[src/vic_load_pkg.sv]
// Shared definitions for the loader path
// Width typedefs, host stream and write bus structs
// Download indices and memory-map constants

`default_nettype none

package vic_load_pkg;

	////////////////////////////////////////////////////////////
	// Widths
	////////////////////////////////////////////////////////////

	typedef logic [7:0]  byte_t;
	typedef logic [15:0] load_addr_t;
	typedef logic [24:0] ioctl_addr_t;
	// Bits 0-3 for blocks 0x0000-0x6000, bit 4 for 0xA000
	typedef logic [4:0]  cart_blk_t;

	// Byte stream from the host
	typedef struct packed {
		logic        download;
		byte_t       index;
		logic        wr;
		ioctl_addr_t addr;
		byte_t       dout;
		byte_t       file_ext;
	} host_dl_t;

	// One byte write on the configuration bus
	typedef struct packed {
		logic       valid;
		load_addr_t addr;
		byte_t      data;
	} conf_wr_t;

	////////////////////////////////////////////////////////////
	// Download indices and memory map
	////////////////////////////////////////////////////////////

	localparam byte_t IDX_PRG = 8'h01;
	localparam byte_t IDX_CRT = 8'h41;
	localparam byte_t IDX_CT  = 8'h81;
	localparam byte_t IDX_ROM = 8'h06;

	localparam load_addr_t  PRG_LIMIT  = 16'hA000;
	localparam load_addr_t  CART_LIMIT = 16'hC000;
	localparam ioctl_addr_t ROM_WIN_LO = 25'h0004000;
	localparam ioctl_addr_t ROM_WIN_HI = 25'h0008000;
	localparam load_addr_t  ROM_OFFSET = 16'h8000;

	// BASIC end-of-program pointers, low byte at even positions
	localparam load_addr_t [0:7] PTR_ADDR = {
		16'h002D, 16'h002E, 16'h002F, 16'h0030,
		16'h0031, 16'h0032, 16'h00AE, 16'h00AF
	};

	localparam int NUM_LOADERS = 3;

endpackage

`default_nettype wire

[src/prg_loader.sv]
// Program file loader
// Two-byte header sets the load address, payload lands below 0xA000
// End-pointer patch sequence runs after the download finishes

`timescale 1ns/1ns
`default_nettype none

module prg_loader
	import vic_load_pkg::*;
(
	input  wire           clk_sys,
	input  wire           reset,
	input  wire host_dl_t host_i,
	output conf_wr_t      req_o
);

	typedef enum logic [1:0] {
		PS_IDLE,
		PS_WRITE,
		PS_GAP
	} patch_state_t;

	patch_state_t state;
	logic [2:0]   ptr_idx;
	logic         dl_q;
	load_addr_t   run_addr;
	conf_wr_t     req_d;

	logic prg_active;
	logic prg_wr;
	logic is_hdr;
	logic dl_fall;

	assign prg_active = host_i.download && (host_i.index == IDX_PRG);
	assign prg_wr     = prg_active && host_i.wr;
	assign is_hdr     = (host_i.addr == 25'd0) || (host_i.addr == 25'd1);
	assign dl_fall    = dl_q && !host_i.download && (host_i.index == IDX_PRG);

	// Running load address
	always_ff @(posedge clk_sys) begin
		if (prg_wr) begin
			if (host_i.addr == 25'd0)
				run_addr[7:0] <= host_i.dout;
			else if (host_i.addr == 25'd1)
				run_addr[15:8] <= host_i.dout;
			else if (run_addr < PRG_LIMIT)
				run_addr <= run_addr + 16'd1;
		end
	end

	// Payload byte or one pointer byte per cycle
	always_comb begin
		req_d = '0;
		if (prg_wr && !is_hdr && (run_addr < PRG_LIMIT)) begin
			req_d.valid = 1'b1;
			req_d.addr  = run_addr;
			req_d.data  = host_i.dout;
		end else if ((state == PS_WRITE) && !prg_active) begin
			req_d.valid = 1'b1;
			req_d.addr  = PTR_ADDR[ptr_idx];
			req_d.data  = ptr_idx[0] ? run_addr[15:8] : run_addr[7:0];
		end
	end

	////////////////////////////////////////////////////////////
	// Patch FSM, writes spaced two cycles apart
	////////////////////////////////////////////////////////////

	always_ff @(posedge clk_sys) begin
		if (reset) begin
			state       <= PS_IDLE;
			ptr_idx     <= 3'd0;
			dl_q        <= 1'b0;
			req_o.valid <= 1'b0;
		end else begin
			dl_q  <= host_i.download;
			req_o <= req_d;
			if (prg_active) begin
				// New program download aborts a running patch
				state <= PS_IDLE;
			end else begin
				case (state)
					PS_IDLE: begin
						if (dl_fall) begin
							state   <= PS_WRITE;
							ptr_idx <= 3'd0;
						end
					end
					PS_WRITE: state <= (ptr_idx == 3'd7) ? PS_IDLE : PS_GAP;
					PS_GAP: begin
						ptr_idx <= ptr_idx + 3'd1;
						state   <= PS_WRITE;
					end
					default: state <= PS_IDLE;
				endcase
			end
		end
	end

endmodule

`default_nettype wire

[src/cart_loader.sv]
// Cartridge loader
// Address from the CRT header or from the CT file extension
// Writes below 0xC000 and flags each 8 KB block it fills

`timescale 1ns/1ns
`default_nettype none

module cart_loader
	import vic_load_pkg::*;
(
	input  wire           clk_sys,
	input  wire           reset,
	input  wire host_dl_t host_i,
	output conf_wr_t      req_o,
	output cart_blk_t     cart_blk_o
);

	load_addr_t run_addr;
	load_addr_t ext_addr;
	cart_blk_t  blk_hit;
	conf_wr_t   req_d;
	logic       dl_q;
	logic       ext_hit;

	logic is_crt;
	logic is_ct;
	logic cart_wr;
	logic is_hdr;
	logic dl_rise;
	logic data_wr;

	assign is_crt  = host_i.index == IDX_CRT;
	assign is_ct   = host_i.index == IDX_CT;
	assign cart_wr = host_i.download && (is_crt || is_ct) && host_i.wr;
	assign is_hdr  = is_crt && ((host_i.addr == 25'd0) || (host_i.addr == 25'd1));
	assign dl_rise = !dl_q && host_i.download && is_ct;
	assign data_wr = cart_wr && !is_hdr && (run_addr < CART_LIMIT);

	// Start address from the last extension character, '2'-'9' or 'A'-'B'
	always_comb begin
		ext_hit  = 1'b1;
		ext_addr = '0;
		if ((host_i.file_ext >= "2") && (host_i.file_ext <= "9"))
			ext_addr = {host_i.file_ext[3:0], 12'h000};
		else if ((host_i.file_ext >= "A") && (host_i.file_ext <= "B"))
			ext_addr = {host_i.file_ext[3:0] + 4'd9, 12'h000};
		else
			ext_hit = 1'b0;
	end

	// Blocks 4 and 6 carry no flag
	always_comb begin
		blk_hit = '0;
		case (run_addr[15:13])
			3'd0: blk_hit[0] = 1'b1;
			3'd1: blk_hit[1] = 1'b1;
			3'd2: blk_hit[2] = 1'b1;
			3'd3: blk_hit[3] = 1'b1;
			3'd5: blk_hit[4] = 1'b1;
			default: blk_hit = '0;
		endcase
	end

	always_comb begin
		req_d.valid = data_wr;
		req_d.addr  = run_addr;
		req_d.data  = host_i.dout;
	end

	always_ff @(posedge clk_sys) begin
		if (dl_rise && ext_hit)
			run_addr <= ext_addr;
		else if (cart_wr && is_hdr && (host_i.addr == 25'd0))
			run_addr[7:0] <= host_i.dout;
		else if (cart_wr && is_hdr)
			run_addr[15:8] <= host_i.dout;
		else if (data_wr)
			run_addr <= run_addr + 16'd1;
	end

	always_ff @(posedge clk_sys) begin
		if (reset) begin
			dl_q        <= 1'b0;
			req_o.valid <= 1'b0;
			cart_blk_o  <= '0;
		end else begin
			dl_q  <= host_i.download;
			req_o <= req_d;
			// Flags only accumulate until the next reset
			if (data_wr)
				cart_blk_o <= cart_blk_o | blk_hit;
		end
	end

endmodule

`default_nettype wire

[src/rom_loader.sv]
// Kernal ROM loader
// File window 0x4000-0x7FFF written at offset plus 0x8000
// Standard-ROM select latched during reset

`timescale 1ns/1ns
`default_nettype none

module rom_loader
	import vic_load_pkg::*;
(
	input  wire           clk_sys,
	input  wire           reset,
	input  wire host_dl_t host_i,
	input  wire           rom_std_sel_i,
	output conf_wr_t      req_o,
	output logic          rom_std_o
);

	conf_wr_t req_d;
	logic     in_win;

	assign in_win = (host_i.addr >= ROM_WIN_LO) && (host_i.addr < ROM_WIN_HI);

	always_comb begin
		req_d.valid = host_i.download && (host_i.index == IDX_ROM) && host_i.wr && in_win;
		req_d.addr  = host_i.addr[15:0] + ROM_OFFSET;
		req_d.data  = host_i.dout;
	end

	always_ff @(posedge clk_sys) begin
		if (reset)
			req_o.valid <= 1'b0;
		else
			req_o <= req_d;
	end

	// Select follows the input while reset is held
	always_ff @(posedge clk_sys) begin
		if (reset)
			rom_std_o <= rom_std_sel_i;
	end

endmodule

`default_nettype wire

[src/conf_bus_arbiter.sv]
// Fixed-priority arbiter for the configuration write bus
// Lowest port index wins, losers wait in a one-deep slot

`timescale 1ns/1ns
`default_nettype none

module conf_bus_arbiter
	import vic_load_pkg::*;
#(
	parameter int NUM_REQ = 3
)
(
	input  wire           clk_sys,
	input  wire           reset,
	input  wire conf_wr_t req_i [NUM_REQ],
	output conf_wr_t      conf_o
);

	conf_wr_t           slot_q [NUM_REQ];
	conf_wr_t           cand   [NUM_REQ];
	conf_wr_t           grant_wr;
	logic [NUM_REQ-1:0] gnt;

	// A pending item goes before a new request on the same port
	always_comb begin
		for (int i = 0; i < NUM_REQ; i++)
			cand[i] = slot_q[i].valid ? slot_q[i] : req_i[i];
	end

	////////////////////////////////////////////////////////////
	// Grant
	////////////////////////////////////////////////////////////

	always_comb begin
		logic taken;

		taken    = 1'b0;
		grant_wr = '0;
		for (int i = 0; i < NUM_REQ; i++) begin
			gnt[i] = cand[i].valid && !taken;
			if (gnt[i])
				grant_wr = cand[i];
			taken = taken || cand[i].valid;
		end
	end

	////////////////////////////////////////////////////////////
	// Output register and pending slots
	////////////////////////////////////////////////////////////

	always_ff @(posedge clk_sys) begin
		if (reset) begin
			conf_o.valid <= 1'b0;
			for (int i = 0; i < NUM_REQ; i++)
				slot_q[i].valid <= 1'b0;
		end else begin
			conf_o <= grant_wr;
			for (int i = 0; i < NUM_REQ; i++) begin
				if (gnt[i]) begin
					// Slot drained, a request arriving now takes its place
					slot_q[i] <= slot_q[i].valid ? req_i[i] : '0;
				end else begin
					slot_q[i] <= cand[i];
				end
			end
		end
	end

endmodule

`default_nettype wire

[src/vic_loader_top.sv]
// Loader path top level
// Host stream fans out to the program, cartridge and kernal loaders
// Their requests share one write bus through the arbiter

`timescale 1ns/1ns
`default_nettype none

module vic_loader_top
	import vic_load_pkg::*;
(
	input  wire            clk_sys,
	input  wire            reset,
	input  wire host_dl_t  host_i,
	input  wire            rom_std_sel_i,
	output wire conf_wr_t  conf_o,
	output wire cart_blk_t cart_blk_o,
	output wire            rom_std_o
);

	// Port order sets the priority
	wire conf_wr_t ld_req [NUM_LOADERS];

	////////////////////////////////////////////////////////////
	// Loaders
	////////////////////////////////////////////////////////////

	prg_loader u_prg_loader (
		.clk_sys (clk_sys),
		.reset   (reset),
		.host_i  (host_i),
		.req_o   (ld_req[0])
	);

	cart_loader u_cart_loader (
		.clk_sys    (clk_sys),
		.reset      (reset),
		.host_i     (host_i),
		.req_o      (ld_req[1]),
		.cart_blk_o (cart_blk_o)
	);

	rom_loader u_rom_loader (
		.clk_sys       (clk_sys),
		.reset         (reset),
		.host_i        (host_i),
		.rom_std_sel_i (rom_std_sel_i),
		.req_o         (ld_req[2]),
		.rom_std_o     (rom_std_o)
	);

	////////////////////////////////////////////////////////////
	// Write bus
	////////////////////////////////////////////////////////////

	conf_bus_arbiter #(
		.NUM_REQ (NUM_LOADERS)
	) u_conf_bus_arbiter (
		.clk_sys (clk_sys),
		.reset   (reset),
		.req_i   (ld_req),
		.conf_o  (conf_o)
	);

endmodule

`default_nettype wire

[config.mk]
export PLATFORM = sky130hd
export DESIGN_NAME = vic_loader_top
export DESIGN_NICKNAME = d
export VERILOG_FILES = /design/src/vic_load_pkg.sv /design/src/prg_loader.sv /design/src/cart_loader.sv /design/src/rom_loader.sv /design/src/conf_bus_arbiter.sv /design/src/vic_loader_top.sv
export SDC_FILE = /design/constraint.sdc
export NUM_CORES = 1
export LEC_CHECK = 0
export ABC_AREA = 1
export BUFFER_PORTS_ARGS = -buffer_cell sky130_fd_sc_hd__buf_2
export CAP_MARGIN = 20
export CORE_MARGIN = 3
export CORE_UTILIZATION = 40
export CTS_CLUSTER_SIZE = 10
export DETAILED_ROUTE_END_ITERATION = 8
export GPL_ROUTABILITY_DRIVEN = 1
export PLACE_DENSITY = 0.68
export SLEW_MARGIN = 15
export SYNTH_ARGS = -nofsm -noshare
export SYNTH_HDL_FRONTEND = slang
export SYNTH_SLANG_ARGS = --single-unit
[constraint.sdc]
create_clock -name clk_sys -period 11.07 [get_ports clk_sys]
set_clock_uncertainty 0.05 [all_clocks]
set_input_delay 0 -clock clk_sys [delete_from_list [all_inputs] [get_ports clk_sys]]
set_output_delay 0 -clock clk_sys [all_outputs]
set_load 0.005 [all_outputs]
# Word level (Yosys, flattened, before mapping)
# Memory sizes are Yosys's and may differ from the RTL's.
# Index checks and enable logic that the tools add are counted.
[totals]
in_bits = 54
ramBits = 75
rom_bits = 128
word_cells = 181
memories = 2
out_inout_bits = 31
reg_bits = 136
latchBits = 0
[classes]
n_mux = 67
multipliers = 0
n_eq_ne = 16
shifts = 0
magnitude_cmp = 9
div_mod_pow = 0
n_reduce_logical = 49
n_bitwise = 13
n_addsub = 5
[memory_table]
columns = ["memory", "depth", "width", "read_ports", "rd_clocked_by_memory_dff", "write_ports", "line", "rtl"]
rows = [
  ["(no name shown)", 8, 16, 1, 0, 0, "prg_loader.sv:60", "req_d.addr = PTR_ADDR[ptr_idx];"],
  ["u_conf_bus_arbiter.slot_q", 3, 25, 3, 0, 3, "conf_bus_arbiter.sv:19", "conf_wr_t slot_q [NUM_REQ];"],
]
[ops]
columns = ["op", "n"]
rows = [
  ["25-bit 2-to-1 mux", 11],
  ["16-bit 2-to-1 mux", 7],
  ["24-bit 2-to-1 mux", 3],
  ["8-bit 2-to-1 mux", 8],
  ["1-bit 2-to-1 mux", 33],
  ["16-bit by 1-bit adder with 16-bit output (second input constant)", 2],
  ["16-bit < comparator (second input constant)", 2],
  ["25-bit by 1-bit == test with 1-bit output (second input constant)", 1],
  ["25-bit by 15-bit greater-or-equal comparator with 1-bit output (second input constant)", 1],
  ["1-bit logical AND", 25],
  ["25-bit logical NOT", 1],
  ["25-bit by 16-bit < comparator with 1-bit output (second input constant)", 1],
  ["16-bit adder (second input constant)", 1],
  ["1-bit OR", 9],
  ["3-bit AND reduction", 3],
  ["8-bit by 1-bit == test with 1-bit output (second input constant)", 1],
  ["8-bit by 3-bit == test with 1-bit output (second input constant)", 1],
  ["8-bit by 7-bit == test with 1-bit output (second input constant)", 1],
  ["8-bit == test (second input constant)", 1],
  ["8-bit by 6-bit greater-or-equal comparator with 1-bit output (second input constant)", 1],
  ["8-bit by 7-bit greater-or-equal comparator with 1-bit output (second input constant)", 1],
  ["8-bit by 6-bit less-or-equal comparator with 1-bit output (second input constant)", 1],
  ["8-bit by 7-bit less-or-equal comparator with 1-bit output (second input constant)", 1],
  ["1-bit logical NOT", 7],
  ["other kinds (25)", 36],
]

# Depth between registers and ports, before layout
# Gate-level depths: netlist (run 1).
[logic_depth]
ltp_word = 10
ltp_mapped = 12
ltp_nobuf = 11

# Modules after synthesis
# From an unflattened synthesis (run 1), not the netlist that was laid out.
[hier_totals]
cells_unflattened = 1443
hier_area_um2 = 12136.6
[by_module_without_submodules]
columns = ["mod", "seq_area_each_um2", "cells_each", "area_per_inst_um2", "instances"]
rows = [
  ["conf_bus_arbiter", 2992.9, 816, 6083.3, 1],
  ["prg_loader", 1341.3, 293, 2605.0, 1],
  ["cart_loader", 1341.3, 283, 2571.2, 1],
  ["rom_loader", 770.7, 51, 877.1, 1],
]

# Least setup slack after synthesis (run 1)
# No wires, ideal clock.
[synth_timing]
path_type = "input port to flip-flop"
start = "in reset"
end = "reg u_conf_bus_arbiter.conf_o[24] (netlist name)"
arrival_ns = 3.384
cell_stages = 5
path_buffers = 2
required_time_ns = 10.949
setup_ns = 0.071
path_slack_ns = 7.564
path_cell_list = "clkbuf_1 inv_1 clkbuf_1 o21ai_0 inv_1"
[synth_rtl]
columns = ["item", "line", "rtl"]
rows = [
  ["start, declared", "vic_loader_top.sv:12", "input wire reset,"],
]
# No word-level cell between the ends.

==> results.toml, run 1 <==
[critical_path]
r2r.worst_path.cells = 9
path_common_cell = "nor2_4"
crit_buf_inv = 3
cp_top_family = "simple AND/OR/NAND/NOR gates"
timing.rr.start = "u_conf_bus_arbiter.slot_q[1][24]"
end_kind = "flip-flop"
path_max_fanout = 26
startpoint_type = "flip-flop"
slowest_delay_ns = 0.78
cpMaxStageDelayCell = "edfxtp_1"
required_ns = 11.36
crit_type = "reg2reg"
arrival_ns = 3.17
worstPathCellList = "nor2_2 -> inv_1 -> nor2_4 -> inv_2 -> nor2_4 -> inv_2 -> nor2_4 -> nand2_2 -> o21ai_0"
r2r-end = "u_conf_bus_arbiter.slot_q[2][1]"
r2r_slack_ns = 8.19

[synthesis]
ys_ff_latch = 211
syn_inst = 1066
netlist_area_um2 = 10700
yosysWarnings = 0
yosys.area.top_type = "edfxtp_1"
ys_seq_area_frac = 0.580
yosys-top-cells-count = "nand2_1, edfxtp_1, inv_1"
synth_top_area_frac = 0.552
yosys-top-cells-area = "edfxtp_1, nand2_1, mux2i_1"
yosysMostFrequentCell = "nand2_1"
synth.distinct_cells = 44
synth_edf_count = 196
synth_flop_cell = "edfxtp_1"
async_reset_ff_frac = 0
syn_avg_cell_area_um2 = 10.0

[cts]
postCtsSetupBuffers = 0
clock-root-buffer = "clkbuf_16"
cts_tree = "yes"
clock_latency_ns = 0.51
clkTransAtPathRegs_ns = 0.06
cts_made_buffers = 25
htree_levels = 1
clock_sinks = 211
cts_max_path_buffers = 3

[power_and_ir_drop]
p_clk_frac = 0.410
p_sw_uw = 408
pwr-share-seq = 0.512
netSwitchingFraction = 0.224
comb_power_share = 0.078
irDropWorstVdd_v = 0.0000886
p_int_mw = 1.41
p_per_area_nw_per_um2 = 146
leakagePower_nw = 4.89

[worst_hold_path]
min_delay_path_depth = 5
hold_end = "u_cart_loader.run_addr[13]"
hp-class = "in2reg"
min-delay-start = "host_i[1]"

[die]
core_region_area_um2 = 26100
chipWidth_um = 169
num_rows = 59
die_area_um2 = 28700
io_pins = 85
dieHeight_um = 169
initial_core_util = 0.408

[route]
dr.pass1.iters = 5
drt_wl_total_um = 26800
wl_per_cell_um = 17.6
postRouteAntennaNets = 0
vias = 8044
route.detailed.drc = 0
vias_per_cell = 5.27
drtIter0Drc = 887

[grt]
grt_overflow = 0
grt_pass1_vias = 7703
antenna_found_initial = 0
grt_first_pass_wirelength_um = 41800
grt_usage = 0.185
grt_max_degree = 83

[final_layout]
area_growth_syn_to_layout_pct = 16.5
final_util = 0.476
num_antenna_cells = 0
num-fill-cells = 2471
drive_gt1_frac = 0.155
fin_nets = 1235
regArea_um2 = 6190
layoutNonFillerInstCount = 1525
multi_input_area_um2 = 3870

[sta]
rsz0062_at_grt = "false"
finalSetupViolations = 0
finalMaxSlewViolations = 0
post-route-min-period_ns = 2.88
hold_viol = 0
tightest_slew_ns = 1.01
fin_setup_tns_ns = 0
timing.final.crit_share = 0.260
setup_ws_ns = 8.19
fmax_ghz = 0.347
slew_headroom = 0.323

[place]
dp_cells = 1444
io_buffers = 84
place_congestion = 0.912
post-dp-hpwl_um = 18500
place_ws_ns = 8.19

[flow_run]
drv_cap = 0

[status]
status = "finished clean"
[worst reg2reg max path, delay by kind of cell (launching register included)]
| kind | cells | cell delay, ns |
|---|---|---|
| buf+inv | 3 | 0.27 |
| compound gates | 1 | 0.32 |
| flops | 1 | 0.78 |
| simple gates | 5 | 1.29 |
[state kept, by name, indices dropped and copies added, names as in the netlist]
register	cells
u_conf_bus_arbiter.slot_q	75
u_conf_bus_arbiter.conf_o	25
u_prg_loader.req_o	25
u_rom_loader.req_o	25
u_cart_loader.req_o	17
u_cart_loader.run_addr	16
u_prg_loader.run_addr	16
u_cart_loader.cart_blk_o	5
u_prg_loader.ptr_idx	3
u_prg_loader.state	2
u_cart_loader.dl_q	1
u_rom_loader.rom_std_o	1
[placed cells by master (no fill, tap or decap), types with 16 or more instances in the layout]
cell type,Yosys,layout
buf_2,17,84
inv_1,97,96
or2_2,27,27
nand2_1,230,230
nor3_1,16,16
o21ai_0,77,77
clkbuf_1,27,19
a21oi_1,33,33
xor2_1,17,17
nor2_1,72,72
o31ai_1,24,24
dlygate4sd3_1,0,36
clkbuf_16,0,25
o221ai_1,24,24
edfxtp_1,196,196
nand3_1,55,55
o21ai_2,20,20
mux2i_1,40,40
[metal layers]
metal	share of wire	vias to the layer above	global-route usage
met1	0.44	3742	0.259
li1	-	3928	-
met5	0	-	0
met2	0.46	317	0.293
met4	0.034	0	0.0676
met3	0.071	57	0.0294
[cell families after synthesis]
family                   Yosys count  synth area share
other                              1          0.000351
flip-flops                       211             0.580
AO/OA/AOI/OAI                    201             0.119
AND/OR/NAND/NOR                  428             0.176
adder cells (fa/ha/maj)            9            0.0106
multiplexers                      41            0.0386
XOR/XNOR                          21            0.0172
buffers and inverters            154            0.0585
[how the worst max path moves through the flow]
stage,from,to,slack [ns],depth (start not counted)
final,u_conf_bus_arbiter.slot_q[1][24],u_conf_bus_arbiter.slot_q[2][1],8.19,9
after global routing,u_conf_bus_arbiter.slot_q[1][24],u_conf_bus_arbiter.slot_q[2][1],7.91,9
after CTS,u_conf_bus_arbiter.slot_q[1][24],u_conf_bus_arbiter.slot_q[2][1],8.18,9
after detailed placement,u_conf_bus_arbiter.slot_q[1][24],u_conf_bus_arbiter.slot_q[2][1],8.19,9
after global placement,u_conf_bus_arbiter.slot_q[1][24],u_conf_bus_arbiter.slot_q[2][2],8.24,9
after floorplan,reset,u_conf_bus_arbiter.conf_o[24],7.56,5
[metrics by stage]
stage	power, mW	instance area (um2)	hold WS [ns]
finish	1.82	12400	0.0358
detailed placement	1.08	11300	0.134
global placement	1.08	11300	0.130
floorplan	1.03	10700	0.0489
global route	1.88	12400	0.0833
CTS	1.83	12400	0.00978
[power by group through the flow]
| stage | clock, mW | combinational (mW) | sequential, mW |
|---|---|---|---|
| detailed placement | 0 | 0.131 | 0.948 |
| CTS | 0.758 | 0.141 | 0.931 |
| floorplan | 0 | 0.0851 | 0.941 |
| finish | 0.746 | 0.141 | 0.931 |
| global route | 0.792 | 0.156 | 0.934 |
| global placement | 0 | 0.129 | 0.946 |
[final cells by class]
class                   instances  share of cell area
clock buffers                  44              0.0561
multi-input cells             703               0.311
well taps                     335              0.0337
repair buffers                127              0.0670
flip-flops and latches        211               0.498
clock inverters                 1             0.00242
inverters                     104              0.0318
[timing repair]
item / CTS / global route
hold buffers: 36 / 0
resized for setup: 0 / 0
endpoints found under the hold margin: 96 / 0
Power figures use the tool's default switching activity.
==> run 2, diff against run 1 <==
--- a/config.mk
+++ b/config.mk
@@ -5,7 +5,7 @@
 export SDC_FILE = /design/constraint.sdc
 export NUM_CORES = 1
 export LEC_CHECK = 0
-export ABC_AREA = 1
+export ABC_AREA = 0
 export BUFFER_PORTS_ARGS = -buffer_cell sky130_fd_sc_hd__buf_2
 export CAP_MARGIN = 20
 export CORE_MARGIN = 3
@@ -13,7 +13,7 @@
 export CTS_CLUSTER_SIZE = 10
 export DETAILED_ROUTE_END_ITERATION = 8
 export GPL_ROUTABILITY_DRIVEN = 1
-export PLACE_DENSITY = 0.68
+export PLACE_DENSITY = 0.7
 export SLEW_MARGIN = 15
 export SYNTH_ARGS = -nofsm -noshare
 export SYNTH_HDL_FRONTEND = slang
==> constraint.sdc (replaced) <==
create_clock -name clk_sys -period 2.4 [get_ports clk_sys]
set_clock_uncertainty 0.05 [all_clocks]
set_input_delay 0 -clock clk_sys [delete_from_list [all_inputs] [get_ports clk_sys]]
set_output_delay 0 -clock clk_sys [all_outputs]
set_load 0.005 [all_outputs]
==> run 2 against run 1 <==
Net effect: die area fell by 2.2%; synthesized cell count fell by 15%; via count fell by 4.1%; final area rose by 0.49%; sequential cell count did not move; cell count fell by 8.8%; core utilization rose by 1.6 points; worst setup slack got worse by 8.0 ns; synthesized area fell by 2.3%; sequential power rose to 4.6 times the previous value; register-to-register slack got worse by 7.9 ns; combinational power rose to 4.1 times the previous value; largest power group unchanged.
==> results.toml, run 2 <==
[status]
status = "finished clean"

[grt]
antenna_found_initial = 0
grt_overflow = 0
grt_first_pass_wirelength_um = 41900
grt_pass1_vias = 7449
grt_usage = 0.187
grt_max_degree = 58

[power_and_ir_drop]
comb_power_share = 0.069
netSwitchingFraction = 0.220
leakagePower_nw = 4.60
p_clk_frac = 0.414
irDropWorstVdd_v = 0.000506
pwr-share-seq = 0.516
p_per_area_nw_per_um2 = 668
p_int_mw = 6.51
p_sw_mw = 1.84

[synthesis]
async_reset_ff_frac = 0
synth_top_area_frac = 0.564
yosysMostFrequentCell = "edfxtp_1"
synth_flop_cell = "edfxtp_1"
ys_ff_latch = 211
yosys-top-cells-area = "edfxtp_1, mux2i_1, nand2_1"
syn_inst = 908
netlist_area_um2 = 10400
synth_edf_count = 196
yosys.area.top_type = "edfxtp_1"
ys_seq_area_frac = 0.593
yosysWarnings = 0
syn_avg_cell_area_um2 = 11.5
synth.distinct_cells = 66
yosys-top-cells-count = "edfxtp_1, nand2_1, nor2_1"

[sta]
fin_setup_tns_ns = 0
finalMaxSlewViolations = 0
post-route-min-period_ns = 2.16
hold_viol = 0
slew_headroom = 0.331
timing.final.crit_share = 0.901
finalSetupViolations = 0
tightest_slew_ns = 1.00
fmax_ghz = 0.462
rsz0062_at_grt = "false"
setup_ws_ns = 0.237

[route]
vias_per_cell = 5.55
postRouteAntennaNets = 0
dr.pass1.iters = 5
vias = 7714
drtIter0Drc = 906
drt_wl_total_um = 26500
route.detailed.drc = 0
wl_per_cell_um = 19.1

[cts]
cts_made_buffers = 26
cts_tree = "yes"
clock-root-buffer = "clkbuf_16"
cts_max_path_buffers = 3
clkTransAtPathRegs_ns = 0.06
clock_sinks = 211
clock_latency_ns = 0.51
htree_levels = 1
cts_resized = 0

[die]
dieHeight_um = 167
initial_core_util = 0.411
die_area_um2 = 28000
chipWidth_um = 167
io_pins = 85
core_region_area_um2 = 25400
num_rows = 58

[place]
place_area_um2 = 11300
dp_cells = 1305
io_buffers = 84
place_congestion = 0.839
place_ws_ns = 0.303
post-dp-hpwl_um = 18100

[final_layout]
mostFrequentLayoutCell = "edfxtp_1"
fin_nets = 1110
layoutNonFillerInstCount = 1391
largest_register_ffs = 75
num_antenna_cells = 0
area_growth_syn_to_layout_pct = 19.8
final_util = 0.492
regMostFlops = "u_conf_bus_arbiter.slot_q"
design_area_um2 = 12500
layout_common_cells = "edfxtp_1, nand2_1, buf_2"
drive_gt1_frac = 0.158

[worst_hold_path]
hp-class = "in2reg"

[critical_path]
end_kind = "flip-flop"
arrival_ns = 2.55
crit_type = "in2reg"
required_ns = 2.79
startpoint_type = "primary input"
path_max_fanout = 4

[flow_run]
drv_cap = 0
run 2: cell count changes after synthesis, sizes merged, moves of 10 or more:
cell    before  now
a22o         0   24
mux2i       40   63
nor4         2   33
nand2      232  124
inv        102   16
a211oi       0   14
xnor2        4   14
nand3       58   17
or2         27    1
o31ai       24    3
and2         0   32
o21ai      106   57
run 2: layout make-up:
class                   count  area, um2
clock buffers              40        724
clock inverters             2       17.5
fillers                  2290      12900
inverters                  17       68.8
multi-input cells         625       3910
flip-flops and latches    211       6190
well taps                 330        413
repair buffers            166       1170
run 2: path summary, 6_finish.rpt:
kind	from	to	slack [ns]	cells after the start
worst min-delay path	host_i[47]	u_cart_loader.run_addr[12]	0.08	5
worst max-delay path	host_i[46]	u_cart_loader.cart_blk_o[1]	0.24	7
worst max register to register	u_conf_bus_arbiter.slot_q[0][24]	u_conf_bus_arbiter.conf_o[2]	0.28	4
worst min register to register	u_cart_loader.cart_blk_o[3]	u_cart_loader.cart_blk_o[3]	0.41	1
run 2: routing by layer:
metal  GRT usage  up-vias  part of all wire
met5           0        -                 0
met4      0.0576        0             0.031
met1       0.275     3694              0.45
li1            -     3669                 -
met2       0.281      304              0.45
met3      0.0356       47             0.072
run 2: kinds of logic after synthesis:
| kind of cell | share of synthesized area |
|---|---|
| xor+xnor | 0.0227 |
| buf+inv | 0.0328 |
| flops | 0.593 |
| mux | 0.0616 |
| fa+ha+maj | 0.0108 |
| compound gates | 0.116 |
| other cells | 0.000360 |
| simple gates | 0.162 |
run 2: repair_timing:
| action | in CTS | in global routing |
|---|---|---|
| hold endpoints to repair | 70 | 0 |
| hold buffers | 44 | 0 |
| setup buffers | 0 | 0 |
run 2: critical path, stage by stage:
cell and delay, ns:
dlygate4sd3_1 0.53, buf_2 0.14, nor4b_2 0.32, dlygate4sd3_1 0.71
nand3_1 0.11, dlygate4sd3_1 0.58, o2bb2ai_1 0.16
run 2: power by group through the flow:
stage / Clock [mW] / Sequential (mW) / Combinational [mW]
2_1_floorplan: 0 / 4.34 / 0.309
3_3_place_gp: 0 / 4.37 / 0.514
3_5_place_dp: 0 / 4.38 / 0.528
4_1_cts: 3.51 / 4.31 / 0.579
5_1_grt: 3.67 / 4.33 / 0.633
6_report: 3.46 / 4.31 / 0.579
run 2: metrics by stage:
step	hold WS, ns	power [mW]
3_5_place_dp	0.129	4.91
2_1_floorplan	0.0489	4.65
5_1_grt	0.125	8.63
6_report	0.0788	8.35
3_3_place_gp	0.127	4.89
4_1_cts	0.0665	8.39
==> run 3, diff against run 2 <==
--- a/config.mk
+++ b/config.mk
@@ -13,7 +13,7 @@
 export CTS_CLUSTER_SIZE = 10
 export DETAILED_ROUTE_END_ITERATION = 8
 export GPL_ROUTABILITY_DRIVEN = 1
-export PLACE_DENSITY = 0.7
+export PLACE_DENSITY = 0.58
 export SLEW_MARGIN = 15
 export SYNTH_ARGS = -nofsm -noshare
 export SYNTH_HDL_FRONTEND = slang
==> run 3 against run 2 <==
Net effect: worst setup slack got worse by 0.12 ns; largest cell class unchanged; routed wire length rose by 0.88%; non-clock buffer count rose by 4; power up 0.77%; critical path depth increased by 2; critical path type unchanged; via count decreased by 2.9%; clock power rose by 1%; die area did not move; combinational power rose by 2%.
==> results.toml, run 3 (same netlist as run 2, synthesis figures left out) <==
[critical_path]
required_ns = 2.57
path_max_fanout = 8
crit_type = "in2reg"
end_kind = "flip-flop"
r2r.worst_path.cells = 6
arrival_ns = 2.46
startpoint_type = "primary input"

[sta]
tightest_slew_ns = 0.579
finalSetupViolations = 0
fin_setup_tns_ns = 0
finalMaxSlewViolations = 0
rsz0062_at_grt = "false"
setup_ws_ns = 0.117
fmax_ghz = 0.438
hold_viol = 0
post-route-min-period_ns = 2.28
timing.final.crit_share = 0.951
slew_headroom = 0.610

[power_and_ir_drop]
irDropWorstVdd_v = 0.000846
comb_power_share = 0.071
p_sw_mw = 1.86
p_per_area_nw_per_um2 = 667
netSwitchingFraction = 0.221
p_int_mw = 6.55
pwr-share-seq = 0.512
p_clk_frac = 0.417
leakagePower_nw = 4.63

[grt]
antenna_found_initial = 0
grt_max_degree = 76
grt_first_pass_wirelength_um = 41700
grt_pass1_vias = 7284
grt_usage = 0.187
grt_overflow = 0

[die]
initial_core_util = 0.411
die_area_um2 = 28000
num_rows = 58
chipWidth_um = 167
core_region_area_um2 = 25400
io_pins = 85
dieHeight_um = 167

[final_layout]
mostFrequentLayoutCell = "edfxtp_1"
largest_register_ffs = 75
fin_nets = 1114
drive_gt1_frac = 0.161
regMostFlops = "u_conf_bus_arbiter.slot_q"
area_growth_syn_to_layout_pct = 20.8
layout_common_cells = "edfxtp_1, nand2_1, buf_2"
num_antenna_cells = 0

[cts]
clock_sinks = 211
clock-root-buffer = "clkbuf_16"
postCtsSetupBuffers = 0
cts_made_buffers = 26
clock_latency_ns = 0.52
cts_tree = "yes"
cts_max_path_buffers = 3
clkTransAtPathRegs_ns = 0.05
htree_levels = 1

[place]
post-dp-hpwl_um = 18200
io_buffers = 84
place_ws_ns = 0.299
place_congestion = 0.831

[flow_run]
drv_cap = 0

[route]
dr.pass1.iters = 5
drtIter0Drc = 726
wl_per_cell_um = 19.1
vias_per_cell = 5.36
vias = 7493
route.detailed.drc = 0
postRouteAntennaNets = 0
drt_wl_total_um = 26800

[worst_hold_path]
min_delay_path_depth = 5
hp-class = "in2reg"

[status]
status = "finished clean"
[run 3: cell types whose count changed in the layout (fill, tap and decap cells not counted), sizes merged]
cell and delta:
buf +3, clkbuf +2, clkinvlp +1, dlygate4sd3 +1
[run 3: routing by layer]
layer	GRT usage	vias up	wire length (um)
met5	0	-	0
met4	0.0651	0	962
met3	0.0253	49	1410
met2	0.284	219	11600
met1	0.278	3544	12700
li1	-	3681	-
[run 3: stage by stage]
stage                     hold WS [ns]   util  instance area [um2]  instances  total power, mW
after detailed placement         0.128  0.448                11400       1308             4.92
after floorplan                 0.0489      -                10400        910             4.65
after global placement           0.129  0.448                11400       1308             4.91
after global routing            0.0852  0.496                12600       1398             8.71
final                          0.00828  0.496                12600       1398             8.41
after CTS                      0.00462  0.496                12600       1398             8.48
[run 3: power groups by stage]
stage / clock (mW) / sequential, mW / combinational [mW]
6_report: 3.51 / 4.31 / 0.593
2_1_floorplan: 0 / 4.34 / 0.309
5_1_grt: 3.74 / 4.32 / 0.647
3_3_place_gp: 0 / 4.37 / 0.537
4_1_cts: 3.58 / 4.30 / 0.596
3_5_place_dp: 0 / 4.38 / 0.544
[run 3: final cells by class]
class / instances / area (um2)
clock inverter: 3 / 15.0
inverter: 17 / 68.8
timing repair buffer: 170 / 1250
clock buffer: 42 / 742
multi-input combinational: 625 / 3920
tap: 330 / 413
fill: 2286 / 12800
sequential: 211 / 6190
[run 3: critical path, cell delays in order]
cell,delay [ns]
dlygate4sd3_1,0.53
buf_2,0.13
nor4b_2,0.25
dlygate4sd3_1,0.57
buf_4,0.13
and4b_1,0.28
nand3_1,0.14
o221ai_1,0.21
buf_4,0.21
[run 3: final timing paths]
kind	startpoint	to	slack [ns]
min	host_i[46]	u_cart_loader.run_addr[12]	0.008
min reg2reg	u_cart_loader.cart_blk_o[4]	u_cart_loader.cart_blk_o[4]	0.40
max reg2reg	u_conf_bus_arbiter.slot_q[0][24]	u_conf_bus_arbiter.slot_q[1][23]	0.30
max	host_i[45]	u_cart_loader.run_addr[12]	0.12
[run 3: repair_timing]
item                                    CTS  global route
endpoints found under the setup margin    0            19
hold buffers                             45             0
endpoints found under the hold margin    72             0
gates resized for setup                   0             2
